**config.mk**
```make
export PLATFORM = sky130hd
export DESIGN_NAME = branchFrontEnd
export DESIGN_NICKNAME = d
export VERILOG_FILES = /design/src/bpPkg.sv /design/src/branchUpdateIf.sv /design/src/branchHistoryTable.sv /design/src/branchTargetBuffer.sv /design/src/branchResolver.sv /design/src/fetchUnit.sv /design/src/branchFrontEnd.sv
export SDC_FILE = /design/constraint.sdc
export NUM_CORES = 1
export LEC_CHECK = 0
export BUFFER_PORTS_ARGS = -buffer_cell sky130_fd_sc_hd__buf_2
export CAP_MARGIN = 20
export CORE_MARGIN = 2
export CORE_UTILIZATION = 45
export CTS_BUF_LIST = sky130_fd_sc_hd__clkbuf_8
export DETAILED_ROUTE_END_ITERATION = 12
export REMOVE_ABC_BUFFERS = 1
export SETUP_SLACK_MARGIN = 0.5
export SYNTH_ARGS = -nofsm -noshare
export SYNTH_HDL_FRONTEND = slang
export SYNTH_SLANG_ARGS = --single-unit
```
**constraint.sdc**
```tcl
create_clock -name CLK -period 6.2 [get_ports CLK]
set_clock_uncertainty 0.15 [all_clocks]
set_input_delay 0.31 -clock CLK [delete_from_list [all_inputs] [get_ports CLK]]
set_output_delay 0.31 -clock CLK [all_outputs]
set_load 0.05 [all_outputs]
```
**src/bpPkg.sv**
```systemverilog
package bpPkg;

	// widths shared by the front end
	typedef logic [31:0] pcT;
	typedef logic [31:0] instrT;
	typedef logic [31:0] wordT;
	typedef logic [5:0] opcodeT;

	// instruction fields used by the resolver
	typedef logic [15:0] offsetT;
	typedef logic [25:0] jumpIdxT;

	// one 2-bit saturating history counter
	typedef logic [1:0] ctrT;

	// opcodes handled at decode
	localparam opcodeT opBeq = 6'b000100;
	localparam opcodeT opBne = 6'b000101;
	localparam opcodeT opJ = 6'b000010;

	// counter encodings, upper bit is the prediction
	// 00 strongly not taken
	localparam ctrT ctrMin = 2'b00;
	// 01 weakly not taken
	localparam ctrT ctrInit = 2'b01;
	// 11 strongly taken
	localparam ctrT ctrMax = 2'b11;

	// first fetch address after reset
	localparam pcT resetPc = 32'h0000_0100;

	// one instruction per fetch
	localparam pcT instrBytes = 32'd4;

endpackage

```
**src/branchUpdateIf.sv**
```systemverilog
interface branchUpdateIf;
	import bpPkg::*;

	// strobe for one resolved beq or bne
	logic updValid;
	// address of the branch itself
	pcT updPc;
	// outcome seen at decode
	logic updTaken;
	// taken target, written into the target buffer
	pcT updTarget;

	modport source (
		output updValid,
		output updPc,
		output updTaken,
		output updTarget
	);

	modport sink (
		input updValid,
		input updPc,
		input updTaken,
		input updTarget
	);

endinterface

```
**src/branchHistoryTable.sv**
```systemverilog
module branchHistoryTable #(
	parameter int tableDepth = 16
) (
	input logic CLK,
	input logic rstN,
	input bpPkg::pcT lookupPc,
	output logic ctrTaken,
	branchUpdateIf.sink upd
);
	import bpPkg::*;

	localparam int idxW = $clog2(tableDepth);

	ctrT counters [tableDepth];

	logic [idxW-1:0] lookupIdx;
	logic [idxW-1:0] updIdx;
	ctrT updCtr;
	ctrT nextCtr;

	// word address bits select the entry
	assign lookupIdx = lookupPc[idxW+1:2];
	assign updIdx = upd.updPc[idxW+1:2];

	// prediction at fetch is the counter msb
	assign ctrTaken = counters[lookupIdx][1];

	assign updCtr = counters[updIdx];

	// saturating step in the direction of the outcome
	always_comb begin
		nextCtr = updCtr;
		if (upd.updTaken) begin
			if (updCtr != ctrMax) begin
				nextCtr = updCtr + 2'd1;
			end
		end else begin
			if (updCtr != ctrMin) begin
				nextCtr = updCtr - 2'd1;
			end
		end
	end

	// every entry starts weakly not taken
	always_ff @(posedge CLK) begin
		if (!rstN) begin
			for (int i = 0; i < tableDepth; i++) begin
				counters[i] <= ctrInit;
			end
		end else if (upd.updValid) begin
			counters[updIdx] <= nextCtr;
		end
	end

endmodule

```
**src/branchTargetBuffer.sv**
```systemverilog
module branchTargetBuffer #(
	parameter int tableDepth = 16
) (
	input logic CLK,
	input logic rstN,
	input bpPkg::pcT lookupPc,
	output logic btbHit,
	output bpPkg::pcT btbTarget,
	branchUpdateIf.sink upd
);
	import bpPkg::*;

	localparam int idxW = $clog2(tableDepth);
	// everything above the index is kept as tag
	localparam int tagW = 32 - 2 - idxW;

	logic entryValid [tableDepth];
	logic [tagW-1:0] entryTag [tableDepth];
	pcT entryTarget [tableDepth];

	logic [idxW-1:0] lookupIdx;
	logic [tagW-1:0] lookupTag;
	logic [idxW-1:0] updIdx;
	logic [tagW-1:0] updTag;
	logic allocate;

	assign lookupIdx = lookupPc[idxW+1:2];
	assign lookupTag = lookupPc[31:idxW+2];
	assign updIdx = upd.updPc[idxW+1:2];
	assign updTag = upd.updPc[31:idxW+2];

	// hit needs a live entry with the full upper address
	assign btbHit = entryValid[lookupIdx] && (entryTag[lookupIdx] == lookupTag);
	assign btbTarget = entryTarget[lookupIdx];

	// only taken branches claim an entry
	assign allocate = upd.updValid && upd.updTaken;

	always_ff @(posedge CLK) begin
		if (!rstN) begin
			for (int i = 0; i < tableDepth; i++) begin
				entryValid[i] <= 1'b0;
			end
		end else if (allocate) begin
			entryValid[updIdx] <= 1'b1;
		end
	end

	// tag and target follow the valid bit
	always_ff @(posedge CLK) begin
		if (allocate) begin
			entryTag[updIdx] <= updTag;
			entryTarget[updIdx] <= upd.updTarget;
		end
	end

endmodule

```
**src/branchResolver.sv**
```systemverilog
module branchResolver (
	input logic decodeValid,
	input bpPkg::pcT decodePc,
	input logic decodePredTaken,
	input bpPkg::instrT decodeInstr,
	input bpPkg::wordT decodeRsVal,
	input bpPkg::wordT decodeRtVal,
	output logic redirect,
	output bpPkg::pcT redirectPc,
	branchUpdateIf.source upd
);
	import bpPkg::*;

	opcodeT opcode;
	offsetT offset;
	jumpIdxT jumpIdx;
	pcT seqPc;
	pcT branchTarget;
	pcT jumpTarget;
	logic isBeq;
	logic isBne;
	logic isBranch;
	logic isJump;
	logic operandsEqual;
	logic taken;

	// field split of the decode word
	assign opcode = decodeInstr[31:26];
	assign offset = decodeInstr[15:0];
	assign jumpIdx = decodeInstr[25:0];

	assign isBeq = (opcode == opBeq);
	assign isBne = (opcode == opBne);
	assign isJump = (opcode == opJ);
	assign isBranch = isBeq || isBne;

	assign seqPc = decodePc + instrBytes;

	// word offset, sign extended, relative to the next instruction
	assign branchTarget = seqPc + {{14{offset[15]}}, offset, 2'b00};

	// pseudo-direct jump inside the current 256MB region
	assign jumpTarget = {seqPc[31:28], jumpIdx, 2'b00};

	assign operandsEqual = (decodeRsVal == decodeRtVal);
	assign taken = (isBeq && operandsEqual) || (isBne && !operandsEqual);

	always_comb begin
		redirect = 1'b0;
		redirectPc = seqPc;
		if (decodeValid) begin
			if (isJump) begin
				redirect = 1'b1;
				redirectPc = jumpTarget;
			end else if (isBranch) begin
				redirect = (taken != decodePredTaken);
				redirectPc = taken ? branchTarget : seqPc;
			end else if (decodePredTaken) begin
				// predicted taken on something that is not a branch
				redirect = 1'b1;
				redirectPc = seqPc;
			end
		end
	end

	// train both tables on every valid branch, jumps excluded
	assign upd.updValid = decodeValid && isBranch;
	assign upd.updPc = decodePc;
	assign upd.updTaken = taken;
	assign upd.updTarget = branchTarget;

endmodule

```
**src/fetchUnit.sv**
```systemverilog
module fetchUnit (
	input logic CLK,
	input logic rstN,
	input logic btbHit,
	input bpPkg::pcT btbTarget,
	input logic ctrTaken,
	input logic redirect,
	input bpPkg::pcT redirectPc,
	output bpPkg::pcT fetchPc,
	output bpPkg::pcT decodePc,
	output logic decodeValid,
	output logic decodePredTaken
);
	import bpPkg::*;

	pcT seqPc;
	pcT predPc;
	pcT nextPc;
	logic predTaken;

	assign seqPc = fetchPc + instrBytes;

	// follow the buffer only when the counter agrees
	assign predTaken = btbHit && ctrTaken;
	assign predPc = predTaken ? btbTarget : seqPc;

	// correction from decode wins over the prediction
	assign nextPc = redirect ? redirectPc : predPc;

	// program counter
	always_ff @(posedge CLK) begin
		if (!rstN) begin
			fetchPc <= resetPc;
		end else begin
			fetchPc <= nextPc;
		end
	end

	// fetch to decode, squashed on a redirect
	always_ff @(posedge CLK) begin
		if (!rstN || redirect) begin
			decodeValid <= 1'b0;
			decodePredTaken <= 1'b0;
		end else begin
			decodeValid <= 1'b1;
			decodePredTaken <= predTaken;
		end
	end

	// pc travels with its valid bit
	always_ff @(posedge CLK) begin
		decodePc <= fetchPc;
	end

endmodule

```
**src/branchFrontEnd.sv**
```systemverilog
module branchFrontEnd #(
	parameter int tableDepth = 16
) (
	input logic CLK,
	input logic rstN,
	input bpPkg::instrT decodeInstr,
	input bpPkg::wordT decodeRsVal,
	input bpPkg::wordT decodeRtVal,
	output bpPkg::pcT fetchPc,
	output bpPkg::pcT decodePc,
	output logic decodeValid,
	output logic mispredict
);
	import bpPkg::*;

	logic btbHit;
	pcT btbTarget;
	logic ctrTaken;
	logic decodePredTaken;
	pcT redirectPc;

	// resolved branch, shared by both tables
	branchUpdateIf updBus ();

	fetchUnit fetch (
		.CLK(CLK),
		.rstN(rstN),
		.btbHit(btbHit),
		.btbTarget(btbTarget),
		.ctrTaken(ctrTaken),
		.redirect(mispredict),
		.redirectPc(redirectPc),
		.fetchPc(fetchPc),
		.decodePc(decodePc),
		.decodeValid(decodeValid),
		.decodePredTaken(decodePredTaken)
	);

	branchTargetBuffer #(
		.tableDepth(tableDepth)
	) btb (
		.CLK(CLK),
		.rstN(rstN),
		.lookupPc(fetchPc),
		.btbHit(btbHit),
		.btbTarget(btbTarget),
		.upd(updBus.sink)
	);

	branchHistoryTable #(
		.tableDepth(tableDepth)
	) bht (
		.CLK(CLK),
		.rstN(rstN),
		.lookupPc(fetchPc),
		.ctrTaken(ctrTaken),
		.upd(updBus.sink)
	);

	// redirect doubles as the mispredict flag
	branchResolver resolver (
		.decodeValid(decodeValid),
		.decodePc(decodePc),
		.decodePredTaken(decodePredTaken),
		.decodeInstr(decodeInstr),
		.decodeRsVal(decodeRsVal),
		.decodeRtVal(decodeRtVal),
		.redirect(mispredict),
		.redirectPc(redirectPc),
		.upd(updBus.source)
	);

endmodule

```
# Yosys cells after proc, flatten, opt, wreduce, memory -nomap -nowiden
# Memories as Yosys holds them, arrays and structs flattened. A register that Yosys moved wholly into a read port is not among the register bits.
# Index checks and enable logic that the tools add are counted.
# word_totals
register_bits,66
in_bits,98
n_memories,4
ramBits,976
output_inout_bits,66
wordCells,66
# mem_list
memory,depth,word_bits,read_ports,rd_clocked_by_memory_dff,write_ports,line,text
btb.entryTarget,16,32,1,1,1,branchTargetBuffer.sv:19,pcT entryTarget [tableDepth];
btb.entryTag,16,26,1,1,1,branchTargetBuffer.sv:18,logic [tagW-1:0] entryTag [tableDepth];
bht.counters,16,2,2,2,16,branchHistoryTable.sv:14,ctrT counters [tableDepth];
btb.entryValid,16,1,1,1,16,branchTargetBuffer.sv:17,logic entryValid [tableDepth];
# op_classes
eq_ne,7
mux,32
add_sub_neg,5
n_reduce_logical,14
# op_table
op,count
$mux 32,6
$add 32x3->32 const B,2
$add 32x32->32,1
$eq 32x32->1,1
$eq 26x26->1,1
$mux 4,6
$mux 1,16
$eq 6x3->1 const B,2
$mux 2,4
$eq 6x2->1 const B,1
$logic_and 1x1->1,6
$logic_or 1x1->1,3
$add 2x1->2 const B,1
$logic_not 1->1,2
$ne 2x2->1 const B,1
$reduce_bool 2->1,1
$reduce_or 2->1,1
$sub 2x1->2 const B,1
$ne 1x1->1,1
$reduce_or 1->1,1

# Logic depth before layout (Yosys ltp)
# logic_depth
depth_word,10
depth_mapped,18
mapped_depth_nobuf,17

# Cells and area by module
# Synthesis repeated with hierarchy kept, for this count alone.
# hier_totals
cells_unflattened,2427
area_unflattened_um2,44076.0
# modules_own_cells
module,seq_area_each_um2,area_per_inst_um2,cells_each,instances
branchTargetBuffer,28187.0,36434.9,1555,1
branchResolver,0.0,3445.8,481,1
fetchUnit,1321.3,2467.4,247,1
branchHistoryTable,960.9,1727.9,144,1

# Worst setup path before layout
# No wires, ideal clock.
# synth_timing
path_type,input -> register
from,in decodeRtVal[24]
to,"mem btb.entryTag[15][0] (netlist name), enable pin"
arrival_time_ns,5.647
required_time_ns,5.505
setup_time_ns,0.545
n_path_buf,2
stages,9
path_slack_ns,-0.142
cell_sequence,xnor2_1 nand4_1 nor4_1 nand2_1 xnor2_1 nand2_1 buf_1 clkbuf_1 nor3_1
# synth_via
elab_chain_len,7
word_cells_on_any_way,8
classes_between,eq/ne (1); mux (2); reduce/logical (5)
# synth_rtl
item,line,text
from (decl),branchFrontEnd.sv:8,"input bpPkg::wordT decodeRtVal,"
$eq 32x32->1 (*),branchResolver.sv:45,assign operandsEqual = (decodeRsVal == decodeRtVal);
$logic_not 1->1,branchResolver.sv:46,assign taken = (isBeq && operandsEqual) || (isBne && !operandsEqual);
$logic_and 1x1->1,branchResolver.sv:46,
$logic_or 1x1->1 (*),branchResolver.sv:46,
$logic_and 1x1->1 (*),branchTargetBuffer.sv:37,assign allocate = upd.updValid && upd.updTaken;
$mux 1 (*),branchTargetBuffer.sv:51,if (allocate) begin
$mux 1 (implied by the code) (*),branchTargetBuffer.sv:52,entryTag[updIdx] <= updTag;
to (decl),branchTargetBuffer.sv:18,
# Every way passes the cells marked *; elsewhere a longest branch is shown, timed or not.

# Final worst setup path
# layout_timing
from,reg fetch.decodePc[4]
to,mem btb.entryTarget[7][31] (netlist name) (data pin)
# layout_via
elab_chain_len,2
# layout_rtl
item,line,text
from (decl),fetchUnit.sv:10,"output bpPkg::pcT decodePc,"
from (signal assigned),fetchUnit.sv:52,decodePc <= fetchPc;
$add 32x3->32,branchResolver.sv:37,assign seqPc = decodePc + instrBytes;
$add 32x32->32,branchResolver.sv:40,"assign branchTarget = seqPc + {{14{offset[15]}}, offset, 2'b00};"
named net bht.upd.updTarget[31],branchUpdateIf.sv:24,input updTarget
to (decl),branchTargetBuffer.sv:19,
# The timed path passes the listed nets, and every way through them passes these cells.

==> results.md <==
* Drt pass-1 iters at 6
* Seq/Total Area, Yosys at 69.8%
* Final ANT Viol Nets at 0
* Sequential cell area at just over 0.03 mm^2
* Filler instances at 7,904
* Max Cap Viol at 0
* Crit. End Element: register
* Starting density of the core at a little under half
* Chip Height at 315 um
* Yosys warning count at 0
* Die W at around 320 um
* Detailed Route WL at 120,000 um
* Endpoints failing setup at 0
* Die Area at 0.0995 mm^2
* Max Slew Vio Count at 0
* Reg2Reg Setup Slack at 1.05 ns
* Crit Path Max Fanout at 16
* Root Buffer: clkbuf_8
* RSZ-0062 raised after global routing: no
* Fin crit share at 83.0%
* WHS Endpoint: fetch.fetchPc[8]$_SDFF_PN1_
* WL/cell at 28.5 um
* Clock transition at the registers of the reported paths at 0.06 ns
* Synth Register Bits at between 1,000 and 1,500
* Aggregate negative setup slack at 0 ns
* Number of flops mapped to enable cells by yosys at 960
* Synth top area cells: edfxtp_1 66%, mux4_2 13%, dfxtp_1 3.8%, mux2i_1 2.2%, xnor2_1 2.2%
* Synth area leader: edfxtp_1
* Initial antenna violation count at 9
* Cells after Synth at roughly 2,400
* Worst slew pin tran at approximately 1.2 ns
* Crit path DAT at around 5.5 ns
* Ys flop type: edfxtp_1
* Area growth from synthesis to layout at 14.5%
* Worst setup margin at 1.05 ns
* Iter 0 DRT Violations at ~2,800
* Critical Path Most Common Cell: xnor2_1
* Post-DP HPWL at 74,200 um
* Status: completed
* Crit-path cells: and2_1, nand3_1, or2_2, nor2_1, nand2_1, xnor2_1, ha_1, a21o_1, a2111oi_0, o31ai_1, a31oi_1, buf_4, o21a_1, o311ai_0, xnor2_1
* Avg Vias per Cell at between 5 and 6
* Final hold violation count at 0
* Leakage at approximately 17 nW
* Total number of vias at ~25,000
* PD cells at about 290 mW/mm^2
* Num ports at about 160
* Drc violations at 0
* Peak supply drop at approximately 0.18 mV
* Relative slew margins at 22.6%
* Synthesized cell area at ~0.044 mm^2
* Share of cells above drive strength 1 at a little over a quarter
* Port Buffers at about 160
* Total grt overflow at 0
* Worst min path class: in -> reg
* Synth unique cells at 74
* Final min period at ~5.1 ns
* Multi-input gate area at around 0.013 mm^2
* CTS buffer count at ~170
* CTS Sinks at approximately 1,000
* CP Launch Type: register
* Crit-path max cell delay at slightly above 0.8 ns
* R2R cell count at 15
* Vias in the first global route at about 25,000
* FF-to-FF Start: fetch.decodePc[4]$_DFF_P_
* Hold_sp: decodeInstr[27]
* Max H-tree Level at 4
* Largest net degree at the start of global routing at between 70 and 80
* Crit path kind: reg -> reg
* Hold depth at 6
* Yosys top cell area share at 66.1%
* First-pass GRT wire length at about 170,000 um
* Reg-to-reg endpoint: btb.entryTarget[7][31]$_DFFE_PP_
* Max clock buf depth at 3
* Post-place setup slack at around 1.1 ns
* Nets at approximately 2,900
* Row cnt at 114
* Syn Area/Cell at around 18 um^2
* Worst-Skew Late Latency at approximately 0.85 ns
* Worst EP required at between 6 and 7 ns
* Post-CTS setup buffers at 0
* GP Congestion at about 0.9
* CTS tree: yes
* GRT Util Overall at approximately 24%
* Fmax at around 200 MHz
* Core area at 0.0964 mm^2
* Post-synthesis async set-or-reset flop share at 0%
* Slowest CP cell: xnor2_1
-- repair_timing --
action	in CTS	in global routing
resized for setup	0	0
endpoints found under the setup margin	0	0
endpoints found under the hold margin	76	0
hold buffers	33	0
-- layer usage --
| metal | vias up | global-route usage, % | wire [um] |
|---|---|---|---|
| li1 | 10600 | - | - |
| met1 | 12900 | 33.7 | 49900 |
| met2 | 1069 | 40.0 | 58500 |
| met3 | 195 | 4.57 | 9000 |
| met4 | 8 | 6.32 | 2570 |
| met5 | - | 0 | 54 |
-- kinds of logic after synthesis --
family / Yosys count / synth area share [%]
compound gates: 272 / 4.16
xor+xnor: 138 / 2.77
flops: 1042 / 69.8
buf+inv: 148 / 1.66
mux: 365 / 15.6
fa+ha+maj: 43 / 1.24
simple gates: 420 / 4.69
-- layout by cell type, fill, tap and decap left out, types with 27 or more instances in the layout --
cell	Yosys	routed
a21oi_1	68	68
buf_2	27	163
buf_4	16	115
clkbuf_8	0	177
dfxtp_1	82	79
dlygate4sd3_1	0	33
edfxtp_1	960	960
ha_1	40	40
inv_1	26	92
mux2i_1	98	98
mux4_2	244	244
nand2_1	96	96
nand2b_1	28	27
nand3_1	52	52
nor2_1	111	111
nor3_1	31	30
o21ai_0	35	35
o22ai_1	44	44
xnor2_1	112	112
-- final cells by class --
cell class	instances	area share, %
diodes	2	0.0100
clock buffers	177	4.88
inverters	27	0.205
multi-input cells	1238	25.1
flip-flops and latches	1042	61.0
repair buffers	315	4.16
clock inverters	126	1.47
well taps	1276	3.20
-- sequential cells by signal (all words and copies together), names as in the netlist --
register               count
btb.entryTag             416
fetch.decodePc            32
btb.entryValid            16
bht.counters              32
fetch.decodePredTaken      1
fetch.decodeValid          1
fetch.fetchPc             32
btb.entryTarget          512
-- metrics by stage --
stage	area, um^2	utilization, %	total power [mW]	std cells	hold WS [ns]
4_1_cts	49900	51.7	14.5	4190	0.00947
5_1_grt	50000	51.8	14.9	4202	0.118
3_5_place_dp	46400	48.1	8.89	3854	0.213
3_3_place_gp	46300	48.1	8.87	3850	0.212
6_report	50000	51.8	14.4	4203	0.0906
2_1_floorplan	43000	-	8.73	2307	0.273
-- power breakdown --
part / total [mW] / switching (mW) / leakage [nW] / internal [mW]
sequential: 7.71 / 0.0393 / 9.31 / 7.67
combinational: 1.05 / 0.585 / 5.37 / 0.462
clock: 5.62 / 2.75 / 1.87 / 2.88
total: 14.4 / 3.37 / 16.6 / 11.0
-- worst max-delay path by stage --
stage                                      from                          endpoint  slack (ns)  cells after the start
detailed placement    fetch.decodePc[3]$_DFF_P_  btb.entryTarget[6][31]$_DFFE_PP_        1.06                     16
global route          fetch.decodePc[4]$_DFF_P_  btb.entryTarget[9][31]$_DFFE_PP_        0.65                     15
finish                fetch.decodePc[4]$_DFF_P_  btb.entryTarget[7][31]$_DFFE_PP_        1.05                     15
CTS                   fetch.decodePc[4]$_DFF_P_      fetch.fetchPc[26]$_SDFF_PN0_        0.61                     16
global placement      fetch.decodePc[4]$_DFF_P_      fetch.fetchPc[30]$_SDFF_PN0_        1.19                     17
floorplan           fetch.fetchPc[2]$_SDFF_PN0_       fetch.fetchPc[4]$_SDFF_PN0_       -7.69                      9
-- worst max-delay path: cells and delay by family, from the launching register on --
| kind | cells | cell delay [ns] |
|---|---|---|
| compound gates | 6 | 1.38 |
| simple gates | 5 | 1.13 |
| xor+xnor | 2 | 1.11 |
| flops | 1 | 0.54 |
| fa+ha+maj | 1 | 0.32 |
| buf+inv | 1 | 0.17 |
-- synthesized netlist by cell type, types with 6 or more instances --
master    instances
mux4_1            6
buf_2            27
dfxtp_1          82
mux4_2          244
nand2b_1         28
a21oi_1          68
buf_1             8
o21ai_0          35
and3_1           33
edfxtp_1        960
xor2_1           26
mux2_2           17
a21o_1           10
buf_4            16
buf_6             8
o31ai_1           7
nand4_1          23
nand3_1          52
nor2_1          111
xnor2_1         112
o21a_1           22
a22oi_1           9
mux2i_1          98
nor3_1           31
o22ai_1          44
nor4_1            7
a22o_1            8
nand2_1          96
nor2b_1          13
inv_1            26
ha_1             40
clkbuf_1         61
No activity file was read; power rests on OpenSTA's default activity.
